===== src/hw/nvme_host_pkg.sv =====
package nvme_host_pkg;

  localparam int host_addr_bits = 8;

  // Host register byte offsets
  typedef enum logic [host_addr_bits-1:0] {
    CONTROL   = 8'h00,
    STATUS    = 8'h04,
    SQ_LEVEL  = 8'h08,
    DPTR_LOW  = 8'h10,
    DPTR_HIGH = 8'h14,
    LBA_LOW   = 8'h18,
    LBA_HIGH  = 8'h1C,
    NLB       = 8'h20,
    COMMAND   = 8'h24
  } reg_addr_e;

  // CONTROL and STATUS bits
  localparam int ctrl_error_on_full = 0;
  localparam int ctrl_clear_error   = 1;
  localparam int stat_sq_overflow   = 0;
  localparam int stat_sq_full       = 4;

  // COMMAND word fields
  localparam int cmd_type_bit   = 0;
  localparam int cmd_queue_lsb  = 4;
  localparam int cmd_action_lsb = 8;

  typedef enum logic [7:0] {
    NVME_WRITE = 8'h01,
    NVME_READ  = 8'h02
  } nvme_opcode_e;

  // Completion entry layout within a 128-bit receive beat
  localparam int cqe_sq_head_lsb = 64;
  localparam int cqe_cid_lsb     = 96;

  localparam logic [31:0] doorbell_base = 32'h0000_1000;

  // Queue q maps to NVMe queue q+1, SQ tail then CQ head
  function automatic logic [31:0] doorbell_addr(input int q, input logic is_cq);
    return doorbell_base + 32'(8 * (q + 1)) + (is_cq ? 32'd4 : 32'd0);
  endfunction

  // Completion entries occupy the bottom of the receive buffer
  function automatic int rx_cq_limit(input int num_queues, input int sq_depth);
    return num_queues * sq_depth;
  endfunction

endpackage


===== src/hw/nvme_host_if.sv =====
`timescale 1ns/10ps

// Wishbone classic register bus
interface reg_bus_if import nvme_host_pkg::*; ();
  logic                      cyc;
  logic                      stb;
  logic                      we;
  logic [host_addr_bits-1:0] adr;
  logic [31:0]               dat_w;
  logic [31:0]               dat_r;
  logic                      ack;
  logic                      err;

  modport master (output cyc, stb, we, adr, dat_w, input dat_r, ack, err);
  modport slave  (input cyc, stb, we, adr, dat_w, output dat_r, ack, err);
endinterface

interface sq_cmd_if import nvme_host_pkg::*; #(parameter int NUM_QUEUES = 2) ();
  localparam int QB = (NUM_QUEUES > 1) ? $clog2(NUM_QUEUES) : 1;

  logic          valid;
  logic          ready;
  logic [QB-1:0] queue;
  nvme_opcode_e  opcode;
  logic [15:0]   cid;
  logic [63:0]   dptr;
  logic [63:0]   lba;
  logic [15:0]   nlb;

  modport source (output valid, queue, opcode, cid, dptr, lba, nlb, input ready);
  modport sink   (input valid, queue, opcode, cid, dptr, lba, nlb, output ready);
endinterface

// One source per CQ head, then one per SQ tail
interface doorbell_if #(parameter int NUM_QUEUES = 2) ();
  logic [2*NUM_QUEUES-1:0] req;
  logic [31:0]             addr [2*NUM_QUEUES];
  logic [31:0]             data [2*NUM_QUEUES];
  logic [2*NUM_QUEUES-1:0] done;

  modport requester (output req, addr, data, input done);
  modport writer    (input req, addr, data, output done);
endinterface


===== src/hw/doorbell_writer.sv =====
`timescale 1ns/10ps

module doorbell_writer #(
  parameter int NUM_QUEUES = 2
) (
  input  logic        axi_aclk,
  input  logic        axi_aresetn,
  doorbell_if.writer  db,
  output logic        pcie_write,
  output logic [31:0] pcie_waddr,
  output logic [31:0] pcie_wdata,
  input  logic        pcie_wdone
);

  localparam int NS = 2 * NUM_QUEUES;
  localparam int SB = $clog2(NS);

  typedef enum logic {ST_IDLE, ST_WAIT} state_e;

  state_e        state;
  logic [SB-1:0] sel;
  logic [SB-1:0] pick;

  // Lowest index wins, CQ sources sit below SQ sources
  always_comb begin
    pick = '0;
    for (int i = NS - 1; i >= 0; i--) begin
      if (db.req[i]) begin
        pick = SB'(i);
      end
    end
  end

  // Done lines up with the return to idle so the request clears in time
  always_comb begin
    db.done = '0;
    if (state == ST_WAIT && pcie_wdone) begin
      db.done[sel] = 1'b1;
    end
  end

  always_ff @(posedge axi_aclk or negedge axi_aresetn) begin
    if (!axi_aresetn) begin
      state      <= ST_IDLE;
      sel        <= '0;
      pcie_write <= 1'b0;
    end else begin
      pcie_write <= 1'b0;
      if (state == ST_IDLE && |db.req) begin
        sel        <= pick;
        pcie_write <= 1'b1;
        pcie_waddr <= db.addr[pick];
        pcie_wdata <= db.data[pick];
        state      <= ST_WAIT;
      end else if (state == ST_WAIT && pcie_wdone) begin
        state <= ST_IDLE;
      end
    end
  end

endmodule


===== src/hw/host_axil_port.sv =====
`timescale 1ns/10ps

module host_axil_port import nvme_host_pkg::*; (
  input  logic                      axi_aclk,
  input  logic                      axi_aresetn,
  input  logic [host_addr_bits-1:0] awaddr,
  input  logic                      awvalid,
  output logic                      awready,
  input  logic [31:0]               wdata,
  input  logic [3:0]                wstrb,
  input  logic                      wvalid,
  output logic                      wready,
  output logic [1:0]                bresp,
  output logic                      bvalid,
  input  logic                      bready,
  input  logic [host_addr_bits-1:0] araddr,
  input  logic                      arvalid,
  output logic                      arready,
  output logic [31:0]               rdata,
  output logic [1:0]                rresp,
  output logic                      rvalid,
  input  logic                      rready,
  reg_bus_if.master                 bus
);

  typedef enum logic [1:0] {ST_IDLE, ST_BUS, ST_RESP} state_e;

  state_e                    state;
  logic                      aw_got;
  logic                      w_got;
  logic [host_addr_bits-1:0] aw_addr_q;
  logic [31:0]               w_data_q;
  logic                      cyc_q;
  logic                      aw_hs;
  logic                      w_hs;
  logic                      ar_hs;
  logic                      aw_have;
  logic                      w_have;
  logic [31:0]               strb_mask;

  assign aw_hs   = awvalid & awready;
  assign w_hs    = wvalid & wready;
  assign ar_hs   = arvalid & arready;
  assign aw_have = aw_got | aw_hs;
  assign w_have  = w_got | w_hs;
  assign strb_mask = {{8{wstrb[3]}}, {8{wstrb[2]}}, {8{wstrb[1]}}, {8{wstrb[0]}}};

  assign bus.cyc = cyc_q;
  assign bus.stb = cyc_q;

  always_ff @(posedge axi_aclk or negedge axi_aresetn) begin
    if (!axi_aresetn) begin
      state   <= ST_IDLE;
      aw_got  <= 1'b0;
      w_got   <= 1'b0;
      cyc_q   <= 1'b0;
      awready <= 1'b0;
      wready  <= 1'b0;
      arready <= 1'b0;
      bvalid  <= 1'b0;
      rvalid  <= 1'b0;
    end else begin
      case (state)
        ST_IDLE: begin
          if (aw_hs) begin
            aw_got    <= 1'b1;
            aw_addr_q <= awaddr;
          end
          if (w_hs) begin
            w_got    <= 1'b1;
            w_data_q <= wdata & strb_mask;
          end
          // A read accepted alongside a write address runs first
          if (ar_hs) begin
            bus.adr <= araddr;
            bus.we  <= 1'b0;
          end else if (aw_have && w_have) begin
            bus.adr   <= aw_hs ? awaddr : aw_addr_q;
            bus.dat_w <= w_hs ? (wdata & strb_mask) : w_data_q;
            bus.we    <= 1'b1;
            aw_got    <= 1'b0;
            w_got     <= 1'b0;
          end
          if (ar_hs || (aw_have && w_have)) begin
            cyc_q   <= 1'b1;
            state   <= ST_BUS;
            awready <= 1'b0;
            wready  <= 1'b0;
            arready <= 1'b0;
          end else begin
            awready <= !aw_have;
            wready  <= !w_have;
            arready <= !aw_have && !w_have;
          end
        end
        ST_BUS: begin
          if (bus.ack || bus.err) begin
            cyc_q <= 1'b0;
            state <= ST_RESP;
            if (bus.we) begin
              bvalid <= 1'b1;
              bresp  <= bus.err ? 2'b10 : 2'b00;
            end else begin
              rvalid <= 1'b1;
              rresp  <= bus.err ? 2'b10 : 2'b00;
              rdata  <= bus.dat_r;
            end
          end
        end
        default: begin
          if (bvalid && bready) begin
            bvalid <= 1'b0;
            state  <= ST_IDLE;
          end
          if (rvalid && rready) begin
            rvalid <= 1'b0;
            state  <= ST_IDLE;
          end
        end
      endcase
    end
  end

endmodule


===== src/hw/host_regs.sv =====
`timescale 1ns/10ps

module host_regs import nvme_host_pkg::*; #(
  parameter int NUM_QUEUES = 2,
  parameter int SQ_DEPTH   = 16
) (
  input  logic                                 axi_aclk,
  input  logic                                 axi_aresetn,
  reg_bus_if.slave                             bus,
  sq_cmd_if.source                             cmd,
  input  logic [NUM_QUEUES-1:0]                sq_full,
  input  logic [NUM_QUEUES*$clog2(SQ_DEPTH)-1:0] sq_level
);

  localparam int QB = (NUM_QUEUES > 1) ? $clog2(NUM_QUEUES) : 1;
  localparam int LB = $clog2(SQ_DEPTH);

  logic [31:0] control;
  logic [31:0] dptr_lo;
  logic [31:0] dptr_hi;
  logic [31:0] lba_lo;
  logic [31:0] lba_hi;
  logic [31:0] nlb_q;
  logic [31:0] command;
  logic        overflow;
  logic        cmd_pend;
  logic [7:0]  seq [16];
  logic        req;
  logic [3:0]  action;
  logic [QB-1:0] queue;
  logic [31:0] status_w;
  logic [31:0] level_w;

  assign req    = bus.cyc & bus.stb & ~bus.ack & ~bus.err;
  assign action = bus.dat_w[cmd_action_lsb +: 4];
  assign queue  = bus.dat_w[cmd_queue_lsb +: QB];

  // Held back while the target queue has no room
  assign cmd.valid = cmd_pend & ~sq_full[cmd.queue];

  always_comb begin
    status_w = '0;
    level_w  = '0;
    status_w[stat_sq_overflow] = overflow;
    for (int q = 0; q < NUM_QUEUES; q++) begin
      status_w[stat_sq_full + q] = sq_full[q];
      level_w[8*q +: 8] = 8'(sq_level[q*LB +: LB]);
    end
  end

  always_ff @(posedge axi_aclk or negedge axi_aresetn) begin
    if (!axi_aresetn) begin
      control  <= '0;
      overflow <= 1'b0;
      cmd_pend <= 1'b0;
      bus.ack  <= 1'b0;
      bus.err  <= 1'b0;
      for (int i = 0; i < 16; i++) begin
        seq[i] <= '0;
      end
    end else begin
      bus.ack <= 1'b0;
      bus.err <= 1'b0;
      if (cmd.valid && cmd.ready) begin
        cmd_pend <= 1'b0;
        bus.ack  <= 1'b1;
      end else if (req && !cmd_pend && bus.we) begin
        bus.ack <= 1'b1;
        case (reg_addr_e'(bus.adr))
          CONTROL: begin
            control <= bus.dat_w & ~(32'd1 << ctrl_clear_error);
            if (bus.dat_w[ctrl_clear_error]) begin
              overflow <= 1'b0;
            end
          end
          DPTR_LOW:  dptr_lo <= bus.dat_w;
          DPTR_HIGH: dptr_hi <= bus.dat_w;
          LBA_LOW:   lba_lo  <= bus.dat_w;
          LBA_HIGH:  lba_hi  <= bus.dat_w;
          NLB:       nlb_q   <= bus.dat_w;
          COMMAND: begin
            command <= bus.dat_w;
            bus.ack <= 1'b0;
            if (sq_full[queue] && control[ctrl_error_on_full]) begin
              bus.err  <= 1'b1;
              overflow <= 1'b1;
            end else begin
              cmd_pend    <= 1'b1;
              cmd.queue   <= queue;
              cmd.opcode  <= bus.dat_w[cmd_type_bit] ? NVME_WRITE : NVME_READ;
              cmd.cid     <= {seq[action], action, 4'(queue)};
              cmd.dptr    <= {dptr_hi, dptr_lo};
              cmd.lba     <= {lba_hi, lba_lo};
              cmd.nlb     <= nlb_q[15:0];
              seq[action] <= seq[action] + 8'd1;
            end
          end
          default: begin
            bus.ack <= 1'b0;
            bus.err <= 1'b1;
          end
        endcase
      end else if (req && !cmd_pend) begin
        bus.ack <= 1'b1;
        case (reg_addr_e'(bus.adr))
          CONTROL:   bus.dat_r <= control;
          STATUS:    bus.dat_r <= status_w;
          SQ_LEVEL:  bus.dat_r <= level_w;
          DPTR_LOW:  bus.dat_r <= dptr_lo;
          DPTR_HIGH: bus.dat_r <= dptr_hi;
          LBA_LOW:   bus.dat_r <= lba_lo;
          LBA_HIGH:  bus.dat_r <= lba_hi;
          NLB:       bus.dat_r <= nlb_q;
          COMMAND:   bus.dat_r <= command;
          default: begin
            bus.ack   <= 1'b0;
            bus.err   <= 1'b1;
            bus.dat_r <= '0;
          end
        endcase
      end
    end
  end

endmodule


===== src/hw/nvme_host_slave.sv =====
`timescale 1ns/10ps

module nvme_host_slave import nvme_host_pkg::*; #(
  parameter int NUM_QUEUES = 2,
  parameter int SQ_DEPTH   = 16,
  parameter int TX_ADDR_BITS = $clog2(NUM_QUEUES * SQ_DEPTH * 4),
  parameter int RX_ADDR_BITS = $clog2(NUM_QUEUES * SQ_DEPTH) + 1
) (
  input  logic                      axi_aclk,
  input  logic                      axi_aresetn,
  input  logic [host_addr_bits-1:0] awaddr,
  input  logic                      awvalid,
  output logic                      awready,
  input  logic [31:0]               wdata,
  input  logic [3:0]                wstrb,
  input  logic                      wvalid,
  output logic                      wready,
  output logic [1:0]                bresp,
  output logic                      bvalid,
  input  logic                      bready,
  input  logic [host_addr_bits-1:0] araddr,
  input  logic                      arvalid,
  output logic                      arready,
  output logic [31:0]               rdata,
  output logic [1:0]                rresp,
  output logic                      rvalid,
  input  logic                      rready,
  output logic [3:0]                tx_write,
  output logic [TX_ADDR_BITS-1:0]   tx_waddr,
  output logic [127:0]              tx_wdata,
  input  logic                      rx_write_valid,
  input  logic [RX_ADDR_BITS-1:0]   rx_waddr,
  input  logic [127:0]              rx_wdata,
  output logic                      pcie_write,
  output logic [31:0]               pcie_waddr,
  output logic [31:0]               pcie_wdata,
  input  logic                      pcie_wdone
);

  localparam int QB = (NUM_QUEUES > 1) ? $clog2(NUM_QUEUES) : 1;
  localparam int PB = $clog2(SQ_DEPTH);

  logic [NUM_QUEUES*PB-1:0] sq_tail;
  logic [NUM_QUEUES*PB-1:0] sq_level;
  logic [NUM_QUEUES-1:0]    sq_full;
  logic                     entry_done;
  logic [QB-1:0]            entry_queue;

  reg_bus_if                          reg_bus ();
  sq_cmd_if   #(.NUM_QUEUES(NUM_QUEUES)) sq_cmd ();
  doorbell_if #(.NUM_QUEUES(NUM_QUEUES)) db ();

  host_axil_port host_axil_port_i (.*, .bus(reg_bus.master));

  host_regs #(.NUM_QUEUES(NUM_QUEUES), .SQ_DEPTH(SQ_DEPTH)) host_regs_i (
    .axi_aclk, .axi_aresetn, .bus(reg_bus.slave), .cmd(sq_cmd.source), .sq_full, .sq_level
  );

  queue_tracker #(
    .NUM_QUEUES(NUM_QUEUES), .SQ_DEPTH(SQ_DEPTH), .RX_ADDR_BITS(RX_ADDR_BITS)
  ) queue_tracker_i (
    .axi_aclk, .axi_aresetn, .rx_write_valid, .rx_waddr, .rx_wdata, .entry_done,
    .entry_queue, .sq_tail, .sq_full, .sq_level, .db(db.requester)
  );

  sq_cmd_builder #(
    .NUM_QUEUES(NUM_QUEUES), .SQ_DEPTH(SQ_DEPTH), .TX_ADDR_BITS(TX_ADDR_BITS)
  ) sq_cmd_builder_i (
    .axi_aclk, .axi_aresetn, .cmd(sq_cmd.sink), .sq_tail, .tx_write, .tx_waddr,
    .tx_wdata, .entry_done, .entry_queue
  );

  doorbell_writer #(.NUM_QUEUES(NUM_QUEUES)) doorbell_writer_i (
    .axi_aclk, .axi_aresetn, .db(db.writer), .pcie_write, .pcie_waddr, .pcie_wdata,
    .pcie_wdone
  );

endmodule


===== src/hw/queue_tracker.sv =====
`timescale 1ns/10ps

module queue_tracker import nvme_host_pkg::*; #(
  parameter int NUM_QUEUES   = 2,
  parameter int SQ_DEPTH     = 16,
  parameter int RX_ADDR_BITS = 6
) (
  input  logic                                   axi_aclk,
  input  logic                                   axi_aresetn,
  input  logic                                   rx_write_valid,
  input  logic [RX_ADDR_BITS-1:0]                rx_waddr,
  input  logic [127:0]                           rx_wdata,
  input  logic                                   entry_done,
  input  logic [((NUM_QUEUES > 1) ? $clog2(NUM_QUEUES) : 1)-1:0] entry_queue,
  output logic [NUM_QUEUES*$clog2(SQ_DEPTH)-1:0] sq_tail,
  output logic [NUM_QUEUES-1:0]                  sq_full,
  output logic [NUM_QUEUES*$clog2(SQ_DEPTH)-1:0] sq_level,
  doorbell_if.requester                          db
);

  localparam int QB = (NUM_QUEUES > 1) ? $clog2(NUM_QUEUES) : 1;
  localparam int PB = $clog2(SQ_DEPTH);

  logic [PB-1:0] tail    [NUM_QUEUES];
  logic [PB-1:0] head    [NUM_QUEUES];
  logic [PB-1:0] cq_head [NUM_QUEUES];
  logic          cqe_hit;
  logic [QB-1:0] cqe_queue;

  assign cqe_hit   = rx_write_valid &&
                     (int'(rx_waddr) < rx_cq_limit(NUM_QUEUES, SQ_DEPTH));
  assign cqe_queue = rx_wdata[cqe_cid_lsb +: QB];

  always_comb begin
    for (int q = 0; q < NUM_QUEUES; q++) begin
      sq_tail[q*PB +: PB]  = tail[q];
      sq_level[q*PB +: PB] = (tail[q] >= head[q]) ? tail[q] - head[q]
                                                  : PB'(SQ_DEPTH + tail[q] - head[q]);
      sq_full[q] = (sq_level[q*PB +: PB] == PB'(SQ_DEPTH - 1));
      db.addr[q]              = doorbell_addr(q, 1'b1);
      db.data[q]              = 32'(cq_head[q]);
      db.addr[NUM_QUEUES + q] = doorbell_addr(q, 1'b0);
      db.data[NUM_QUEUES + q] = 32'(tail[q]);
    end
  end

  always_ff @(posedge axi_aclk or negedge axi_aresetn) begin
    if (!axi_aresetn) begin
      db.req <= '0;
      for (int q = 0; q < NUM_QUEUES; q++) begin
        tail[q]    <= '0;
        head[q]    <= '0;
        cq_head[q] <= '0;
      end
    end else begin
      // A fresh request overrides the clear of the same source
      db.req <= db.req & ~db.done;
      if (entry_done) begin
        tail[entry_queue] <= (tail[entry_queue] == PB'(SQ_DEPTH - 1)) ? '0
                                                                      : tail[entry_queue] + 1'b1;
        db.req[NUM_QUEUES + int'(entry_queue)] <= 1'b1;
      end
      if (cqe_hit) begin
        head[cqe_queue]    <= rx_wdata[cqe_sq_head_lsb +: PB];
        cq_head[cqe_queue] <= (cq_head[cqe_queue] == PB'(SQ_DEPTH - 1)) ? '0
                                                                        : cq_head[cqe_queue] + 1'b1;
        db.req[cqe_queue]  <= 1'b1;
      end
    end
  end

endmodule


===== src/hw/sq_cmd_builder.sv =====
`timescale 1ns/10ps

module sq_cmd_builder import nvme_host_pkg::*; #(
  parameter int NUM_QUEUES   = 2,
  parameter int SQ_DEPTH     = 16,
  parameter int TX_ADDR_BITS = 7
) (
  input  logic                                   axi_aclk,
  input  logic                                   axi_aresetn,
  sq_cmd_if.sink                                 cmd,
  input  logic [NUM_QUEUES*$clog2(SQ_DEPTH)-1:0] sq_tail,
  output logic [3:0]                             tx_write,
  output logic [TX_ADDR_BITS-1:0]                tx_waddr,
  output logic [127:0]                           tx_wdata,
  output logic                                   entry_done,
  output logic [((NUM_QUEUES > 1) ? $clog2(NUM_QUEUES) : 1)-1:0] entry_queue
);

  localparam int PB = $clog2(SQ_DEPTH);

  typedef enum logic {ST_IDLE, ST_BUILD} state_e;

  state_e       state;
  logic [1:0]   beat;
  nvme_opcode_e opcode;
  logic [15:0]  cid;
  logic [63:0]  dptr;
  logic [63:0]  lba;
  logic [15:0]  nlb;

  assign cmd.ready = (state == ST_IDLE);

  always_ff @(posedge axi_aclk or negedge axi_aresetn) begin
    if (!axi_aresetn) begin
      state      <= ST_IDLE;
      beat       <= '0;
      tx_write   <= 4'h0;
      entry_done <= 1'b0;
    end else begin
      tx_write   <= 4'h0;
      entry_done <= 1'b0;
      if (state == ST_IDLE && cmd.valid) begin
        state       <= ST_BUILD;
        beat        <= '0;
        entry_queue <= cmd.queue;
        opcode      <= cmd.opcode;
        cid         <= cmd.cid;
        dptr        <= cmd.dptr;
        lba         <= cmd.lba;
        nlb         <= cmd.nlb;
      end else if (state == ST_BUILD) begin
        tx_write <= 4'hf;
        tx_waddr <= TX_ADDR_BITS'((int'(entry_queue) * SQ_DEPTH +
                                  int'(sq_tail[entry_queue*PB +: PB])) * 4 + int'(beat));
        case (beat)
          // PRP format, no fuse
          2'd0:    tx_wdata <= {96'd0, cid, 2'b00, 4'b0000, 2'b00, opcode};
          2'd1:    tx_wdata <= {dptr, 64'd0};
          2'd2:    tx_wdata <= {lba, 64'd0};
          default: tx_wdata <= {112'd0, nlb};
        endcase
        beat <= beat + 2'd1;
        if (beat == 2'd3) begin
          state      <= ST_IDLE;
          entry_done <= 1'b1;
        end
      end
    end
  end

endmodule


===== config.mk =====
export PLATFORM = sky130hd
export DESIGN_NAME = nvme_host_slave
export DESIGN_NICKNAME = d
export VERILOG_FILES = /design/src/hw/nvme_host_pkg.sv /design/src/hw/nvme_host_if.sv /design/src/hw/doorbell_writer.sv /design/src/hw/host_axil_port.sv /design/src/hw/host_regs.sv /design/src/hw/nvme_host_slave.sv /design/src/hw/queue_tracker.sv /design/src/hw/sq_cmd_builder.sv
export SDC_FILE = /design/constraint.sdc
export NUM_CORES = 1
export LEC_CHECK = 0
export BUFFER_PORTS_ARGS = -buffer_cell sky130_fd_sc_hd__buf_2
export CAP_MARGIN = 20
export CORE_MARGIN = 4
export CORE_UTILIZATION = 54
export CTS_CLUSTER_SIZE = 40
export DETAILED_ROUTE_END_ITERATION = 12
export GPL_ROUTABILITY_DRIVEN = 0
export PLACE_DENSITY = 0.77
export SETUP_SLACK_MARGIN = 0.2
export SYNTH_ARGS = -nofsm -noshare
export SYNTH_HDL_FRONTEND = slang
export SYNTH_SLANG_ARGS = --single-unit

===== constraint.sdc =====
create_clock -name axi_aclk -period 16.65 [get_ports axi_aclk]
set_clock_uncertainty 0.2 [all_clocks]
set_input_delay 1.665 -clock axi_aclk [delete_from_list [all_inputs] [get_ports axi_aclk]]
set_output_delay 1.665 -clock axi_aclk [all_outputs]
set_load 0.02 [all_outputs]

# After elaboration in Yosys (flattened, before gate mapping)
# Cells that the tools add are included.
# classes
n_addsub,13
multipliers,0
div,0
n_lt_le_gt_ge,18
eq_ne,23
shifts,1
muxes,111
bitwise,28
reduce_logical,62
# op_table
op,count
128-bit one-hot mux with 3 select lines,1
32-bit one-hot mux with 9 select lines,1
32-bit 2-to-1 mux,5
32-bit binary-select mux with 2-bit select,2
128-bit bitwise mux,1
4-bit 2-to-1 mux,17
4-bit AND reduction,13
1-bit 2-to-1 mux,50
8-bit 2-to-1 mux,6
32-bit bitwise AND,1
8-bit binary-select mux with 4-bit select,1
8-bit demux with 4-bit select,1
"8-bit by 5-bit == test with 1-bit output, second input constant",4
"32-bit by 1-bit >= comparator with 1-bit output, second input constant",1
"32-bit by 4-bit less-than comparator with 1-bit output, second input constant",1
8-bit bitwise mux,3
2-bit 2-to-1 mux,12
3-bit AND reduction,6
2-bit nonzero test,9
1-bit logical AND,17
"4-bit == test, second input constant",4
"8-bit by 6-bit == test with 1-bit output, second input constant",2
4-bit subtractor,4
1-bit NOT,11
other kinds (50),83
# totals
reg_bits,1085
latchBits,0
mem_bits_rw,0
rom_bits,0
inputBits,195
out_inout_bits,245
wordCells,331
mem_count,0

# Longest topological paths before layout
# logic_depth
ltp_word,11
depth_mapped,12
ltp_nobuf,10

# By module
# From an unflattened synthesis, not the netlist that was laid out.
# hier_totals
cells_unflattened,2818
area_unflattened_um2,41747.5
# modules_own_cells
mod,n_inst,cells_each,area_each_um2,seq_area_each_um2
host_regs,1,1208,20146.8,15579.9
sq_cmd_builder,1,522,9848.2,8293.0
host_axil_port,1,302,4642.0,3703.6
doorbell_writer,1,378,3692.3,2021.9
queue_tracker,1,408,3418.3,700.7

# Worst setup path after synthesis
# Ideal clock, no wire load.
# synth_path
path_type,register to register
startpoint,register queue_tracker_i.tail (netlist bit queue_tracker_i.db.data[1])
endpoint,"register sq_cmd_builder_i.cid[0], enable pin"
setup_time_ns,0.681
t_arrival_ns,8.460
t_required_ns,15.769
setup_slack_ns,7.309
stages_incl_launch_ff,9
path_buffers,0
synth_period_minus_slack_ns,9.341
cell_sequence,dfrtp_1 -> ha_1 -> nor2b_1 -> o21a_1 -> or3b_2 -> nand3_1 -> mux2_2 -> nand3b_1 -> nor2_1
# synth_between
elab_chain_len,10
elab_cells_between_ends,12
cone_classes,3 x add/sub; 1 x order compare; 1 x eq/ne; 3 x mux; 2 x bitwise; 2 x reduce/logical
# synth_rtl
item,line_no,text
start: declaration,queue_tracker.sv:24,logic [PB-1:0] tail [NUM_QUEUES];
start signal: indexed assignment,queue_tracker.sv:59,tail[entry_queue] <= (tail[entry_queue] == PB'(SQ_DEPTH - 1)) ? '0
1-bit by 4-bit adder with 4-bit output,queue_tracker.sv:38,: PB'(SQ_DEPTH + tail[q] - head[q]);
4-bit subtractor,queue_tracker.sv:38,
4-bit 2-to-1 mux (*),queue_tracker.sv:37,sq_level[q*PB +: PB] = (tail[q] >= head[q]) ? tail[q] - head[q]
4-bit == test (*),queue_tracker.sv:39,sq_full[q] = (sq_level[q*PB +: PB] == PB'(SQ_DEPTH - 1));
1-bit 2-to-1 mux (implied by the code) (*) (2 in a row),host_regs.sv:39,assign cmd.valid = cmd_pend & ~sq_full[cmd.queue];
1-bit NOT (*),host_regs.sv:39,
1-bit bitwise AND (*),host_regs.sv:39,
1-bit logical AND (*),sq_cmd_builder.sv:42,if (state == ST_IDLE && cmd.valid) begin
2-bit AND reduction (no line) (*),-,
end signal: assignment,sq_cmd_builder.sv:47,cid <= cmd.cid;
end: declaration,sq_cmd_builder.sv:26,logic [15:0] cid;
# Mark *: on every way between the ends. The rest lies on a longest branch, timed or not. The select of a mux whose other input is x is not followed.
# A chain may end at the register's enable or synchronous reset.

# Worst setup path in the final report
# layout_path
startpoint,register host_axil_port_i.bus.adr[2]
endpoint,"register host_regs_i.cmd.dptr[57], enable pin"
# layout_between
elab_chain_len,2
# layout_rtl
item,line_no,text
start: declaration,nvme_host_if.sv:14,"modport master (output cyc, stb, we, adr, dat_w, input dat_r, ack, err);"
start signal: assignment,host_axil_port.sv:75,bus.adr <= araddr;
start signal: assignment,host_axil_port.sv:78,bus.adr <= aw_hs ? awaddr : aw_addr_q;
8-bit by 6-bit == test with 1-bit output,host_regs.sv:69,case (reg_addr_e'(bus.adr))
5-bit AND reduction (no line),-,
end signal: assignment,host_regs.sv:92,"cmd.dptr <= {dptr_hi, dptr_lo};"
end: declaration,nvme_host_if.sv:30,"modport source (output valid, queue, opcode, cid, dptr, lba, nlb, input ready);"
# No other way between the ends.

==> results.md <==
* DRT iter0 DRCs at 2016
* Tcrit/Tclk final at 0.320
* Area Growth Syn to Fin at 12.9%
* Yosys Warn Count at 0
* CP max stage cell: and3_2
* Crit-path cells: buf_4, inv_2, nor3_4, and3_2, nand2_2, buf_4, nor2_1, and3_4, buf_16, buf_4
* CTS Buf Count at 92
* Cell taking the most area after synthesis: edfxtp_1
* Worst Path Max Fanout at 78
* Unique masters post-synth at 66
* # resized after CTS at 0
* TritonCTS clock tree: done
* Fin area at 42100 sq um
* Gr ovfl total at 0
* CTS HTree Levels at 3
* Worst-Skew Late Latency at roughly 0.65 ns
* Port buffer count at around 220
* DRT Wirelength at 79800 microns
* Worst Hold Launch: host_regs_i.cmd.lba[37]$_DFFE_PP_
* Reg2reg start: host_axil_port_i.bus.adr[2]$_DFFE_PP_
* Post-synth EDFFs at 764
* Yosys top cell area share at 0.615
* Core area at 68600 sq um
* Final Hold Violating Endpoints at 0
* FMAX at about 0.19 GHz
* Pwr Total at about 6 mW
* Clk root buf: clkbuf_16
* Routed Antenna Nets at 0
* Routed via count at 19300
* CTS Buffer Depth at 3
* Avg Vias per Cell at between 5 and 6
* Die height at 271 microns
* Num ports at 440
* First-pass GRT wire length at 120000 microns
* Num rows at 96
* CTS Sinks at 974
* Synth Instances at 2145
* Final min period at 5.32 ns
* Ys async rst share at 0.216
* Final setup violating endpoints at 0
* Detailed Place HPWL at 48900 microns
* Antenna violations before repair at 2
* Reg clk slew, reported paths at 0.06 ns
* TNS Setup at 0 ns
* Setup crit start kind: flip-flop
* Initial Util at 0.544
* Hold-fix buffers, CTS at 0
* Commonest non-fill, non-tap cell in the layout: edfxtp_1
* Area after DPL at a little under 40000 sq um
* Max-slew violations at 0
* Slew at the pin with the worst max-slew slack at between 1 and 1.5 ns
* DR pass1 iterations at 6
* Largest net degree at the start of global routing at 86
* Unrepaired setup endpoints after global routing: no
* Nets at about 2600
* Pwr dens at 139 nW/um^2
* Synth Register Bits at 974
* Antenna diodes at 0
* VDD IR max at approximately 0.092 mV
* Leakage at 15.9 nW
* Worst setup path startpoint: host_axil_port_i.bus.adr[2]$_DFFE_PP_
* WP data arrival at between 5 and 6 ns
* Most frequent cells in the layout: edfxtp_1 (764), buf_2 (216), dfrtp_1 (210)
* Wire per inst at 23.6 microns
* Chip Width at 271 microns
* Seq/Total Area, Yosys at 0.756
* Area of the die at 73300 sq um
* Max incr delay on CP at 0.86 ns
* Hold Path Class: reg2reg
* Synthesized area at 37300 sq um
* Critical path's most frequent cell: buf_4
* Syn Area/Cell at 17.4 sq um
* Max cap viols at 0
* CP Data Required Time at roughly 17 ns
* Synth top area cells: edfxtp_1 (62%), dfrtp_1 (14%), mux2_2 (6.0%)
* GRT Total Usage at 0.214
* DRC violations left at 0
* Post-synth top flop: edfxtp_1
* Share of post-route cells with drive strength above 1 at 0.274
* Vias in the first global route at about 20000
* Kind of critical path: reg2reg
* CP Capture Type: flip-flop
* Outcome: complete, no violations
* Slew headroom at 0.253
* Postcts setup bufs at 0
-- area by class of cell --
| class | count | area [sq um] |
|---|---|---|
| multi-input combinational | 1035 | 8260 |
| clock buffer | 121 | 2510 |
| clock inverter | 52 | 493 |
| inverter | 21 | 78.8 |
| sequential | 974 | 28200 |
| tap | 931 | 1160 |
| timing repair buffer | 254 | 1410 |
| fill | 4791 | 26500 |
-- sequential cells by signal, indices dropped and copies added (netlist names), 64 cells and up --
register                   count
host_regs_i.cmd.dptr          64
host_regs_i.cmd.lba           64
host_regs_i.seq              128
sq_cmd_builder_i.dptr         64
sq_cmd_builder_i.lba          64
sq_cmd_builder_i.tx_wdata     93
-- worst max-delay path: cells and delay by family, from the launching register on --
kind / cells / cell delay (ns)
simple gates: 5 / 1.94
buf+inv: 5 / 2.28
flops: 1 / 0.33
-- path summary, 6_finish.rpt --
path	to	slack, ns	cells past startpoint
hold reg to reg	sq_cmd_builder_i.lba[37]$_DFFE_PP_	0.20	0
setup reg to reg	host_regs_i.cmd.dptr[57]$_DFFE_PP_	11.33	10
min in group asynchronous	host_regs_i.seq[97]$_DFFE_PN0P_	0.81	1
setup / recovery	host_regs_i.cmd.dptr[57]$_DFFE_PP_	11.33	10
max in group asynchronous	sq_cmd_builder_i.beat[1]$_DFFE_PN0P_	13.15	3
hold / removal	sq_cmd_builder_i.lba[37]$_DFFE_PP_	0.20	0
-- power by group --
part / switching (mW) / internal, mW / leakage (nW) / total, mW
sequential: 0.110 / 2.88 / 9.81 / 2.99
combinational: 0.578 / 0.259 / 4.66 / 0.837
clock: 0.889 / 1.15 / 1.46 / 2.04
-- cell usage after synthesis (3+ instances only) --
master	number
nor2_1	93
xor2_1	6
edfxtp_1	764
a22oi_1	109
or4_1	4
ha_1	13
nor2b_1	10
nand2_1	154
and2_1	41
a21oi_1	16
buf_1	17
o21bai_1	3
buf_4	101
dfrtp_1	210
or2_2	4
xnor2_1	8
clkbuf_1	73
a22o_1	7
o21ai_0	51
and3b_1	3
mux4_1	20
nor3_1	8
buf_2	9
nor3b_1	4
mux2i_1	23
a31oi_1	4
nand3_1	13
inv_1	19
mux2_2	199
nor4_2	15
buf_6	4
o2111ai_1	3
mux4_2	19
a222oi_1	32
o21a_1	5
o22a_1	24
and3_1	5
nand2b_1	7
nor4_4	12
-- metrics by stage --
stage	instances	utilization	setup slack (ns)	hold WS (ns)
floorplan	2237	-	7.31	0.200
global route	3388	0.614	11.09	0.208
CTS	3381	0.613	11.16	0.201
finish	3388	0.614	11.33	0.199
detailed placement	3208	0.569	10.82	0.205
global placement	3208	0.569	10.95	0.200
-- per-layer routing --
| metal | up-vias | GRT usage | share of wire |
|---|---|---|---|
| li1 | 8502 | - | - |
| met1 | 9753 | 0.286 | 0.39 |
| met2 | 908 | 0.357 | 0.50 |
| met3 | 162 | 0.0431 | 0.083 |
| met4 | 2 | 0.0742 | 0.028 |
| met5 | - | 0 | 0.000088 |
-- cells by family after synthesis --
| kind of cell | after synthesis | share of synthesized area |
|---|---|---|
| buffers and inverters | 228 | 0.0350 |
| flip-flops | 974 | 0.756 |
| other | 2 | 0.000201 |
| XOR/XNOR | 14 | 0.00329 |
| multiplexers | 262 | 0.0922 |
| AO/OA/AOI/OAI | 261 | 0.0511 |
| AND/OR/NAND/NOR | 389 | 0.0568 |
| adder cells (fa/ha/maj) | 15 | 0.00543 |
Note: power is estimated with default switching activity, not from simulation.
